--- src/source/etx_pkg.sv ---
// Shared types and constants for the eMesh transmit path
// Packet layout is fixed by the link at 104 bits
// FIFO_DEPTH must stay a power of two since pointers wrap on overflow
// Config offsets are 4-bit Wishbone word offsets
package etx_pkg;

  // ####################################################################
  // Width types
  // ####################################################################

  typedef logic [31:0] addr_t;
  typedef logic [31:0] data_t;
  typedef logic [3:0]  ctrlmode_t;
  // Config register offset
  typedef logic [3:0]  cfg_adr_t;

  // ####################################################################
  // eMesh packet, MSB first
  // ####################################################################

  typedef struct packed {
    addr_t      srcaddr;
    data_t      data;
    addr_t      dstaddr;
    // Lands on bits 7 to 4
    ctrlmode_t  ctrlmode;
    logic [1:0] datamode;
    logic       write;
    logic       access;
  } packet_t;

  // ####################################################################
  // Wishbone classic config bus
  // ####################################################################

  // Host to slave
  typedef struct packed {
    logic     cyc;
    logic     stb;
    logic     we;
    cfg_adr_t adr;
    data_t    dat_w;
  } wb_req_t;

  // Slave to host
  typedef struct packed {
    logic  ack;
    data_t dat_r;
  } wb_rsp_t;

  // Channel FIFO sizing
  localparam int FIFO_DEPTH = 4;
  localparam int FIFO_PTR_W = $clog2(FIFO_DEPTH);
  localparam int FIFO_CNT_W = $clog2(FIFO_DEPTH + 1);

  // Register map
  localparam cfg_adr_t CFG_CTRL_ADR   = 4'd0;
  localparam cfg_adr_t CFG_COUNT_ADR  = 4'd4;
  localparam int       CFG_BYPASS_BIT = 4;

endpackage
--- src/source/etx_top.sv ---
// Transmit side top: three channel FIFOs, arbiter and config slave
// All inputs on tx_lclk_div4, clock crossing lives outside
// Minimum push to etx_access latency is two cycles
// Serializer and receive side are not included
module etx_top (
  input  logic              tx_lclk_div4,
  input  logic              reset,
  input  logic              wr_push,
  input  logic              rd_push,
  input  logic              rr_push,
  input  etx_pkg::packet_t  wr_packet,
  input  etx_pkg::packet_t  rd_packet,
  input  etx_pkg::packet_t  rr_packet,
  input  logic              etx_wr_wait,
  input  logic              etx_rd_wait,
  input  logic              etx_ack,
  input  etx_pkg::wb_req_t  wb_req,
  output logic              wr_full,
  output logic              rd_full,
  output logic              rr_full,
  output logic              etx_access,
  output etx_pkg::packet_t  etx_packet,
  output etx_pkg::wb_rsp_t  wb_rsp
);
  import etx_pkg::*;

  // FIFO to arbiter
  logic      wr_empty;
  logic      rd_empty;
  logic      rr_empty;
  logic      wr_pop;
  logic      rd_pop;
  logic      rr_pop;
  packet_t   wr_head;
  packet_t   rd_head;
  packet_t   rr_head;
  // Config to arbiter
  logic      bypass;
  ctrlmode_t ctrlmode;

  // ####################################################################
  // Channel FIFOs
  // ####################################################################

  // Host writes
  etx_fifo u_wr_fifo (
    .tx_lclk_div4 (tx_lclk_div4),
    .reset        (reset),
    .push         (wr_push),
    .push_packet  (wr_packet),
    .pop          (wr_pop),
    .full         (wr_full),
    .empty        (wr_empty),
    .head         (wr_head)
  );

  // Host read requests
  etx_fifo u_rd_fifo (
    .tx_lclk_div4 (tx_lclk_div4),
    .reset        (reset),
    .push         (rd_push),
    .push_packet  (rd_packet),
    .pop          (rd_pop),
    .full         (rd_full),
    .empty        (rd_empty),
    .head         (rd_head)
  );

  // Read responses
  etx_fifo u_rr_fifo (
    .tx_lclk_div4 (tx_lclk_div4),
    .reset        (reset),
    .push         (rr_push),
    .push_packet  (rr_packet),
    .pop          (rr_pop),
    .full         (rr_full),
    .empty        (rr_empty),
    .head         (rr_head)
  );

  // ####################################################################
  // Arbiter and config
  // ####################################################################

  etx_arbiter u_arbiter (
    .tx_lclk_div4 (tx_lclk_div4),
    .reset        (reset),
    .wr_empty     (wr_empty),
    .rd_empty     (rd_empty),
    .rr_empty     (rr_empty),
    .wr_head      (wr_head),
    .rd_head      (rd_head),
    .rr_head      (rr_head),
    .bypass       (bypass),
    .ctrlmode     (ctrlmode),
    .etx_wr_wait  (etx_wr_wait),
    .etx_rd_wait  (etx_rd_wait),
    .etx_ack      (etx_ack),
    .wr_pop       (wr_pop),
    .rd_pop       (rd_pop),
    .rr_pop       (rr_pop),
    .etx_access   (etx_access),
    .etx_packet   (etx_packet)
  );

  // Counts transfers seen on the IO handshake
  etx_cfg u_cfg (
    .tx_lclk_div4 (tx_lclk_div4),
    .reset        (reset),
    .wb_req       (wb_req),
    .etx_access   (etx_access),
    .etx_ack      (etx_ack),
    .wb_rsp       (wb_rsp),
    .bypass       (bypass),
    .ctrlmode     (ctrlmode)
  );

endmodule

--- src/source/etx_cfg.sv ---
// Wishbone classic config slave for the transmit path
// Ack is registered and lasts one cycle, host must drop stb on ack
// Offset 0 holds ctrlmode and bypass, offset 4 the accepted count
// Unmapped offsets read as zero and ignore writes
module etx_cfg (
  input  logic                tx_lclk_div4,
  input  logic                reset,
  input  etx_pkg::wb_req_t    wb_req,
  input  logic                etx_access,
  input  logic                etx_ack,
  output etx_pkg::wb_rsp_t    wb_rsp,
  output logic                bypass,
  output etx_pkg::ctrlmode_t  ctrlmode
);
  import etx_pkg::*;

  // New request not yet acked
  logic  wb_hit;
  logic  ack_q;
  data_t dat_r_q;
  // Transactions accepted by the IO side
  data_t tx_count;
  data_t rd_data;

  assign wb_hit = wb_req.cyc & wb_req.stb & ~ack_q;

  // ####################################################################
  // Read decode
  // ####################################################################

  always_comb
  begin
    rd_data = '0;
    case (wb_req.adr)
      CFG_CTRL_ADR:
      begin
        rd_data[3:0]            = ctrlmode;
        rd_data[CFG_BYPASS_BIT] = bypass;
      end
      CFG_COUNT_ADR: rd_data = tx_count;
      default:       rd_data = '0;
    endcase
  end

  // ####################################################################
  // Bus handshake and registers
  // ####################################################################

  always_ff @(posedge tx_lclk_div4)
  begin
    if (reset)
    begin
      ack_q    <= 1'b0;
      bypass   <= 1'b0;
      ctrlmode <= '0;
    end
    else
    begin
      ack_q <= wb_hit;
      // Write lands on the same edge as ack
      if (wb_hit && wb_req.we && (wb_req.adr == CFG_CTRL_ADR))
      begin
        bypass   <= wb_req.dat_w[CFG_BYPASS_BIT];
        ctrlmode <= wb_req.dat_w[3:0];
      end
    end
  end

  // Read data captured alongside ack
  always_ff @(posedge tx_lclk_div4)
  begin
    if (wb_hit)
    begin
      dat_r_q <= rd_data;
    end
  end

  // Accepted transfer counter, wraps at 2**32
  always_ff @(posedge tx_lclk_div4)
  begin
    if (reset)
    begin
      tx_count <= '0;
    end
    else if (etx_access && etx_ack)
    begin
      tx_count <= tx_count + 1'b1;
    end
  end

  assign wb_rsp = '{ack: ack_q, dat_r: dat_r_q};

  // Single-cycle ack even with stb held
  a_ack_single: assert property (@(posedge tx_lclk_div4) disable iff (reset)
    wb_rsp.ack |=> !wb_rsp.ack)
    else $error("etx_cfg ack held two cycles");

endmodule

--- src/source/etx_arbiter.sv ---
// Fixed-priority transmit arbiter: host writes, then read requests,
// then read responses
// Read requests can starve read responses under heavy load
// Read responses follow the write wait since they travel as writes
// Output packet is held until the IO side acknowledges it
module etx_arbiter (
  input  logic                tx_lclk_div4,
  input  logic                reset,
  input  logic                wr_empty,
  input  logic                rd_empty,
  input  logic                rr_empty,
  input  etx_pkg::packet_t    wr_head,
  input  etx_pkg::packet_t    rd_head,
  input  etx_pkg::packet_t    rr_head,
  input  logic                bypass,
  input  etx_pkg::ctrlmode_t  ctrlmode,
  input  logic                etx_wr_wait,
  input  logic                etx_rd_wait,
  input  logic                etx_ack,
  output logic                wr_pop,
  output logic                rd_pop,
  output logic                rr_pop,
  output logic                etx_access,
  output etx_pkg::packet_t    etx_packet
);
  import etx_pkg::*;

  logic    wr_ready;
  logic    rd_ready;
  logic    rr_ready;
  // Output slot free or about to be freed
  logic    slot_free;
  logic    any_pop;
  // wr and rd heads after control mode override
  packet_t wr_sub;
  packet_t rd_sub;

  // Override the ctrlmode field when bypass is on
  function automatic packet_t apply_ctrlmode(input packet_t pkt, input logic bp,
                                             input ctrlmode_t mode);
    packet_t result;
    result = pkt;
    if (bp)
    begin
      result.ctrlmode = mode;
    end
    return result;
  endfunction

  // ####################################################################
  // Priority and pops
  // ####################################################################

  // Highest priority
  assign wr_ready = ~wr_empty & ~etx_wr_wait;
  assign rd_ready = ~rd_empty & ~etx_rd_wait & ~wr_ready;
  // Lowest, gated by the write wait
  assign rr_ready = ~rr_empty & ~etx_wr_wait & ~wr_ready & ~rd_ready;

  // Ack in the same cycle allows back-to-back transfers
  assign slot_free = ~etx_access | etx_ack;

  assign wr_pop  = wr_ready & slot_free;
  assign rd_pop  = rd_ready & slot_free;
  assign rr_pop  = rr_ready & slot_free;
  assign any_pop = wr_pop | rd_pop | rr_pop;

  // Host-side channels only
  assign wr_sub = apply_ctrlmode(wr_head, bypass, ctrlmode);
  assign rd_sub = apply_ctrlmode(rd_head, bypass, ctrlmode);

  // ####################################################################
  // Output register
  // ####################################################################

  always_ff @(posedge tx_lclk_div4)
  begin
    if (reset)
    begin
      etx_access <= 1'b0;
    end
    else if (any_pop)
    begin
      etx_access <= 1'b1;
    end
    else if (etx_ack)
    begin
      etx_access <= 1'b0;
    end
  end

  // Payload loads only on a pop
  always_ff @(posedge tx_lclk_div4)
  begin
    if (wr_pop)
    begin
      etx_packet <= wr_sub;
    end
    else if (rd_pop)
    begin
      etx_packet <= rd_sub;
    end
    else if (rr_pop)
    begin
      // Responses pass through untouched
      etx_packet <= rr_head;
    end
  end

  // At most one channel drained per cycle
  a_pop_onehot: assert property (@(posedge tx_lclk_div4) disable iff (reset)
    $onehot0({wr_pop, rd_pop, rr_pop}))
    else $error("etx_arbiter more than one pop");

  // IO side sees a steady packet until it acks
  a_hold_stable: assert property (@(posedge tx_lclk_div4) disable iff (reset)
    (etx_access && !etx_ack) |=> (etx_access && $stable(etx_packet)))
    else $error("etx_arbiter packet changed before ack");

endmodule

--- src/source/etx_fifo.sv ---
// First-word-fall-through packet FIFO, one per transmit channel
// Head is valid whenever empty is low
// Producer must not push while full, consumer must not pop while empty
// Flags follow a push or pop one cycle later
module etx_fifo (
  input  logic             tx_lclk_div4,
  input  logic             reset,
  input  logic             push,
  input  etx_pkg::packet_t push_packet,
  input  logic             pop,
  output logic             full,
  output logic             empty,
  output etx_pkg::packet_t head
);
  import etx_pkg::*;

  // Packet storage
  packet_t               mem [FIFO_DEPTH];
  // Next slot to write
  logic [FIFO_PTR_W-1:0] wr_ptr;
  // Oldest entry
  logic [FIFO_PTR_W-1:0] rd_ptr;
  // Occupancy, 0 to FIFO_DEPTH
  logic [FIFO_CNT_W-1:0] count;

  // ####################################################################
  // Storage
  // ####################################################################

  always_ff @(posedge tx_lclk_div4)
  begin
    if (push)
    begin
      mem[wr_ptr] <= push_packet;
    end
  end

  // ####################################################################
  // Pointers and occupancy
  // ####################################################################

  always_ff @(posedge tx_lclk_div4)
  begin
    if (reset)
    begin
      wr_ptr <= '0;
      rd_ptr <= '0;
      count  <= '0;
    end
    else
    begin
      // Pointers wrap naturally at the power-of-two depth
      if (push)
      begin
        wr_ptr <= wr_ptr + 1'b1;
      end
      if (pop)
      begin
        rd_ptr <= rd_ptr + 1'b1;
      end
      // Simultaneous push and pop leaves count alone
      case ({push, pop})
        2'b10:   count <= count + 1'b1;
        2'b01:   count <= count - 1'b1;
        default: count <= count;
      endcase
    end
  end

  // Flags straight off the registered count
  assign full  = (count == FIFO_CNT_W'(FIFO_DEPTH));
  assign empty = (count == '0);
  // Oldest entry shown without a read cycle
  assign head  = mem[rd_ptr];

  // Producer side contract
  a_no_push_full: assert property (@(posedge tx_lclk_div4) disable iff (reset)
    push |-> !full)
    else $error("etx_fifo push while full");

  // Arbiter side contract
  a_no_pop_empty: assert property (@(posedge tx_lclk_div4) disable iff (reset)
    pop |-> !empty)
    else $error("etx_fifo pop while empty");

endmodule

--- config.mk ---
export PLATFORM = sky130hd
export DESIGN_NAME = etx_top
export DESIGN_NICKNAME = d
export VERILOG_FILES = /design/src/source/etx_pkg.sv /design/src/source/etx_top.sv /design/src/source/etx_cfg.sv /design/src/source/etx_arbiter.sv /design/src/source/etx_fifo.sv
export SDC_FILE = /design/constraint.sdc
export NUM_CORES = 1
export LEC_CHECK = 0
export BUFFER_PORTS_ARGS = -buffer_cell sky130_fd_sc_hd__clkbuf_2
export CAP_MARGIN = 5
export CORE_AREA = 2 2 324 326
export CTS_CLUSTER_DIAMETER = 200
export CTS_CLUSTER_SIZE = 14
export DETAILED_ROUTE_END_ITERATION = 12
export DIE_AREA = 0 0 326 328
export PLACE_DENSITY_LB_ADDON = 0.1
export SYNTH_ARGS = -nofsm -noshare
export SYNTH_HDL_FRONTEND = slang
export SYNTH_SLANG_ARGS = --single-unit
--- constraint.sdc ---
create_clock -name tx_lclk_div4 -period 4.4 [get_ports tx_lclk_div4]
set_input_delay 0.22 -clock tx_lclk_div4 [delete_from_list [all_inputs] [get_ports tx_lclk_div4]]
set_output_delay 0.22 -clock tx_lclk_div4 [all_outputs]
set_load 0.03 [all_outputs]
==> results.md <==
* Status: finished, final reports clean
* CP peak stage delay at 800 ps
* Reg-to-Reg Start: u_wr_fifo.count[0]
* Postcts setup bufs at 0
* Area grow syn2layout at 19.24%
* Syn avg cell area at 20.66 sq um
* RSZ-0062 raised after global routing: no
* FP Rows at 118
* Fmax at 328.7 MHz
* # IOs at 500
* # DRC at 0
* Finished Layout Cells at 4876
* Detailed Place HPWL at 78190 um
* CP arrival at 3590 ps
* Cell repeated most along the worst path: buf_4
* GRT Util Overall at 25.52%
* GP Congestion at 0.7871
* Most used DFF post-synth: edfxtp_1
* Post-synth ARST share at 0%
* Layout cells sized above 1 at 28.27%
* Worst clock skew at 21.06 ps
* Fin crit share at 69.15%
* CTS Buf Count at 113
* Crit path kind: flop to flop
* Met1 Use GR at 34.75%
* Crit. End Element: flop
* Placed cells at 4399
* Post-synth cell types at 46
* Routed vias at 28560
* CTS tree: yes
* Iter 0 DRT Violations at 2841
* Launch point of the worst path: u_wr_fifo.count[0]
* Clock transition at path regs at 70 ps
* Sequential area share after synthesis at 78.85%
* VDD IR max at 0.5723 mV
* Syn nets at 3010
* Worst hold start: wb_req[36]
* Die Wd at 326 um
* R2R depth at 6
* Final Critical Period at 3043 ps
* MaxCap Viol Count at 0
* Post-DR vias/cell at 5.858
* Post-route ant nets at 0
* H-tree levels at 3
* Crit start category: flop
* Largest net degree at the start of global routing at 144
* Die area at 106900 sq um
* Crit-path slowest cell: buf_4
* Mapped Area at 54390 sq um
* Slew headroom at 20.98%
* Critical Path RT at 4940 ps
* Most common cell after layout, fill and taps aside: edfxtp_1
* Final setup TNS at 0 ps
* Final Hold Viols at 0
* Syn Inst Count at 2632
* Yosys reg bits at 1450
* Met2 Track Usage GR at 42.62%
* Nets at 3833
* Worst-path cell chain: or3_1, a2111o_2, buf_4, buf_4, nand2_1, a31oi_1
* Leak at 21.45 nW
* CP top delay family: buffers and inverters
* Die Y at 328 um
* IO buf count at 472
* CP max FO at 58
* Global-route track usage on met3 at 5.429%
* Hold slack at 72.01 ps
* Core ar. at 103200 sq um
* Worst hold-check path type: input port to flop
* Global routing's busiest layer: met2
* CP Depth at 6
* Starting density of the core at 52.70%
* Vias in the first global route at 30120
* Slew at the pin closest to its max-slew limit at 1185 ps
* Overflow after GRT at 0
* Clk_lat worst skew at 710 ps
* Worst hold path cell count at 4
* Global-route wire length before repair at 197400 um
* Final wirelength at 135500 um
* CP bufs+invs at 2
* Post-synth EDFFs at 1384
* WL/cell at 27.78 um
* DR pass1 iterations at 7
* Final setup viols at 0
* Clock tree sinks at 1450
* Clk buf depth at 3
* Synth Warn # at 0
* Clk root buf: clkbuf_16
* Initial antenna violation count at 30
* Final Slew Violations at 0
* Most frequent cells in the layout: 1384 x edfxtp_1, 472 x clkbuf_2, 321 x dlygate4sd3_1, 312 x mux4_2, 212 x nand2_1
* Pwr dens at 540.1 nW/um^2
==> layer usage <==
layer / up-vias / part of all wire (%) / routed length (um)
met5: - / 0.15 / 200
met4: 30 / 2.0 / 2712
met1: 15010 / 41 / 55120
li1: 12270 / - / -
met2: 1071 / 50 / 67650
met3: 184 / 7.2 / 9793
==> synthesized netlist by cell type (7+ instances only) <==
cell	instances	area share, %
a211oi_1	8	0.11
a21oi_1	32	0.29
a31oi_1	101	1.2
and2_1	40	0.46
and3_1	8	0.092
buf_1	18	0.12
buf_2	25	0.23
buf_4	11	0.15
clkbuf_1	81	0.56
dfxtp_1	66	2.4
edfxtp_1	1384	76
ha_1	16	0.37
inv_1	30	0.21
mux2i_1	12	0.22
mux4_2	312	13
nand2_1	213	1.5
nand3_1	12	0.11
nand4_1	7	0.081
nor2_1	137	0.95
nor2b_1	7	0.081
nor3_1	8	0.074
nor4_1	8	0.092
o21ai_0	13	0.12
o31ai_1	11	0.15
or3_1	13	0.15
or4_1	12	0.17
xnor2_1	15	0.24
xor2_1	7	0.11
==> layout make-up <==
cell class                      count  area [sq um]
Timing Repair Buffer              844          6171
Sequential cell                  1450         42900
Clock inverter                      6         81.33
Antenna cell                       15         37.54
Fill cell                        7304         38350
Inverter                           32         122.6
Clock buffer                      135          2953
Multi-Input combinational cell   1014         10850
Tap cell                         1380          1727
==> power breakdown <==
part,switching (mW),internal (mW)
clock,4.45,4.67
combinational,5.21,3.17
sequential,0.714,16.8
total,10.4,24.7
==> worst paths after layout <==
| kind | slack (ps) | end |
|---|---|---|
| setup / recovery | 1360 | u_arbiter.etx_packet[30] |
| hold / removal | 70 | u_cfg.bypass |
| setup reg to reg | 1360 | u_arbiter.etx_packet[30] |
| hold reg to reg | 490 | flop |
==> flip-flops by register name, indices dropped and copies added, names as in the netlist, 4 cells and up, named ones only <==
register and count:
u_cfg.tx_count 32, u_rd_fifo.mem 416, u_cfg.dat_r_q 32, u_wr_fifo.mem 416
u_arbiter.etx_packet 104, u_cfg.ctrlmode 4, u_rr_fifo.mem 416
==> what timing repair did <==
item / CTS / global route
hold buffers: 321 / 0
endpoints found under the setup margin: 0 / 0
hold endpoints to repair: 1262 / 0
gates resized for setup: 0 / 0
==> per-stage QoR <==
stage	cell area, sq um	utilization [%]	power (mW)	setup slack (ps)
floorplan	54390	-	23.00	155.7
global placement	58560	56.75	25.91	1491
detailed placement	58560	56.75	26.05	1415
CTS	64810	62.80	35.38	1398
global route	64830	62.82	36.39	1195
finish	64850	62.84	35.02	1357
==> tightest hold or removal path, stage by stage <==
cell and delay (ps):
clkbuf_2 80, and3_1 220, mux2i_1 150, nor2_1 70
==> kinds of logic (layout without fill, tap and decap cells) <==
family          after synthesis  count (layout)  synth area share [%]
simple gates                475             475                 3.881
other cells                   0              15                     0
mux                         325             325                 13.16
compound gates              173             173                 1.972
xor+xnor                     22              22                0.3543
fa+ha+maj                    19              19                0.4785
flops                      1450            1450                 78.85
buf+inv                     168            1017                 1.307
Note: power is estimated with default switching activity, not from simulation.
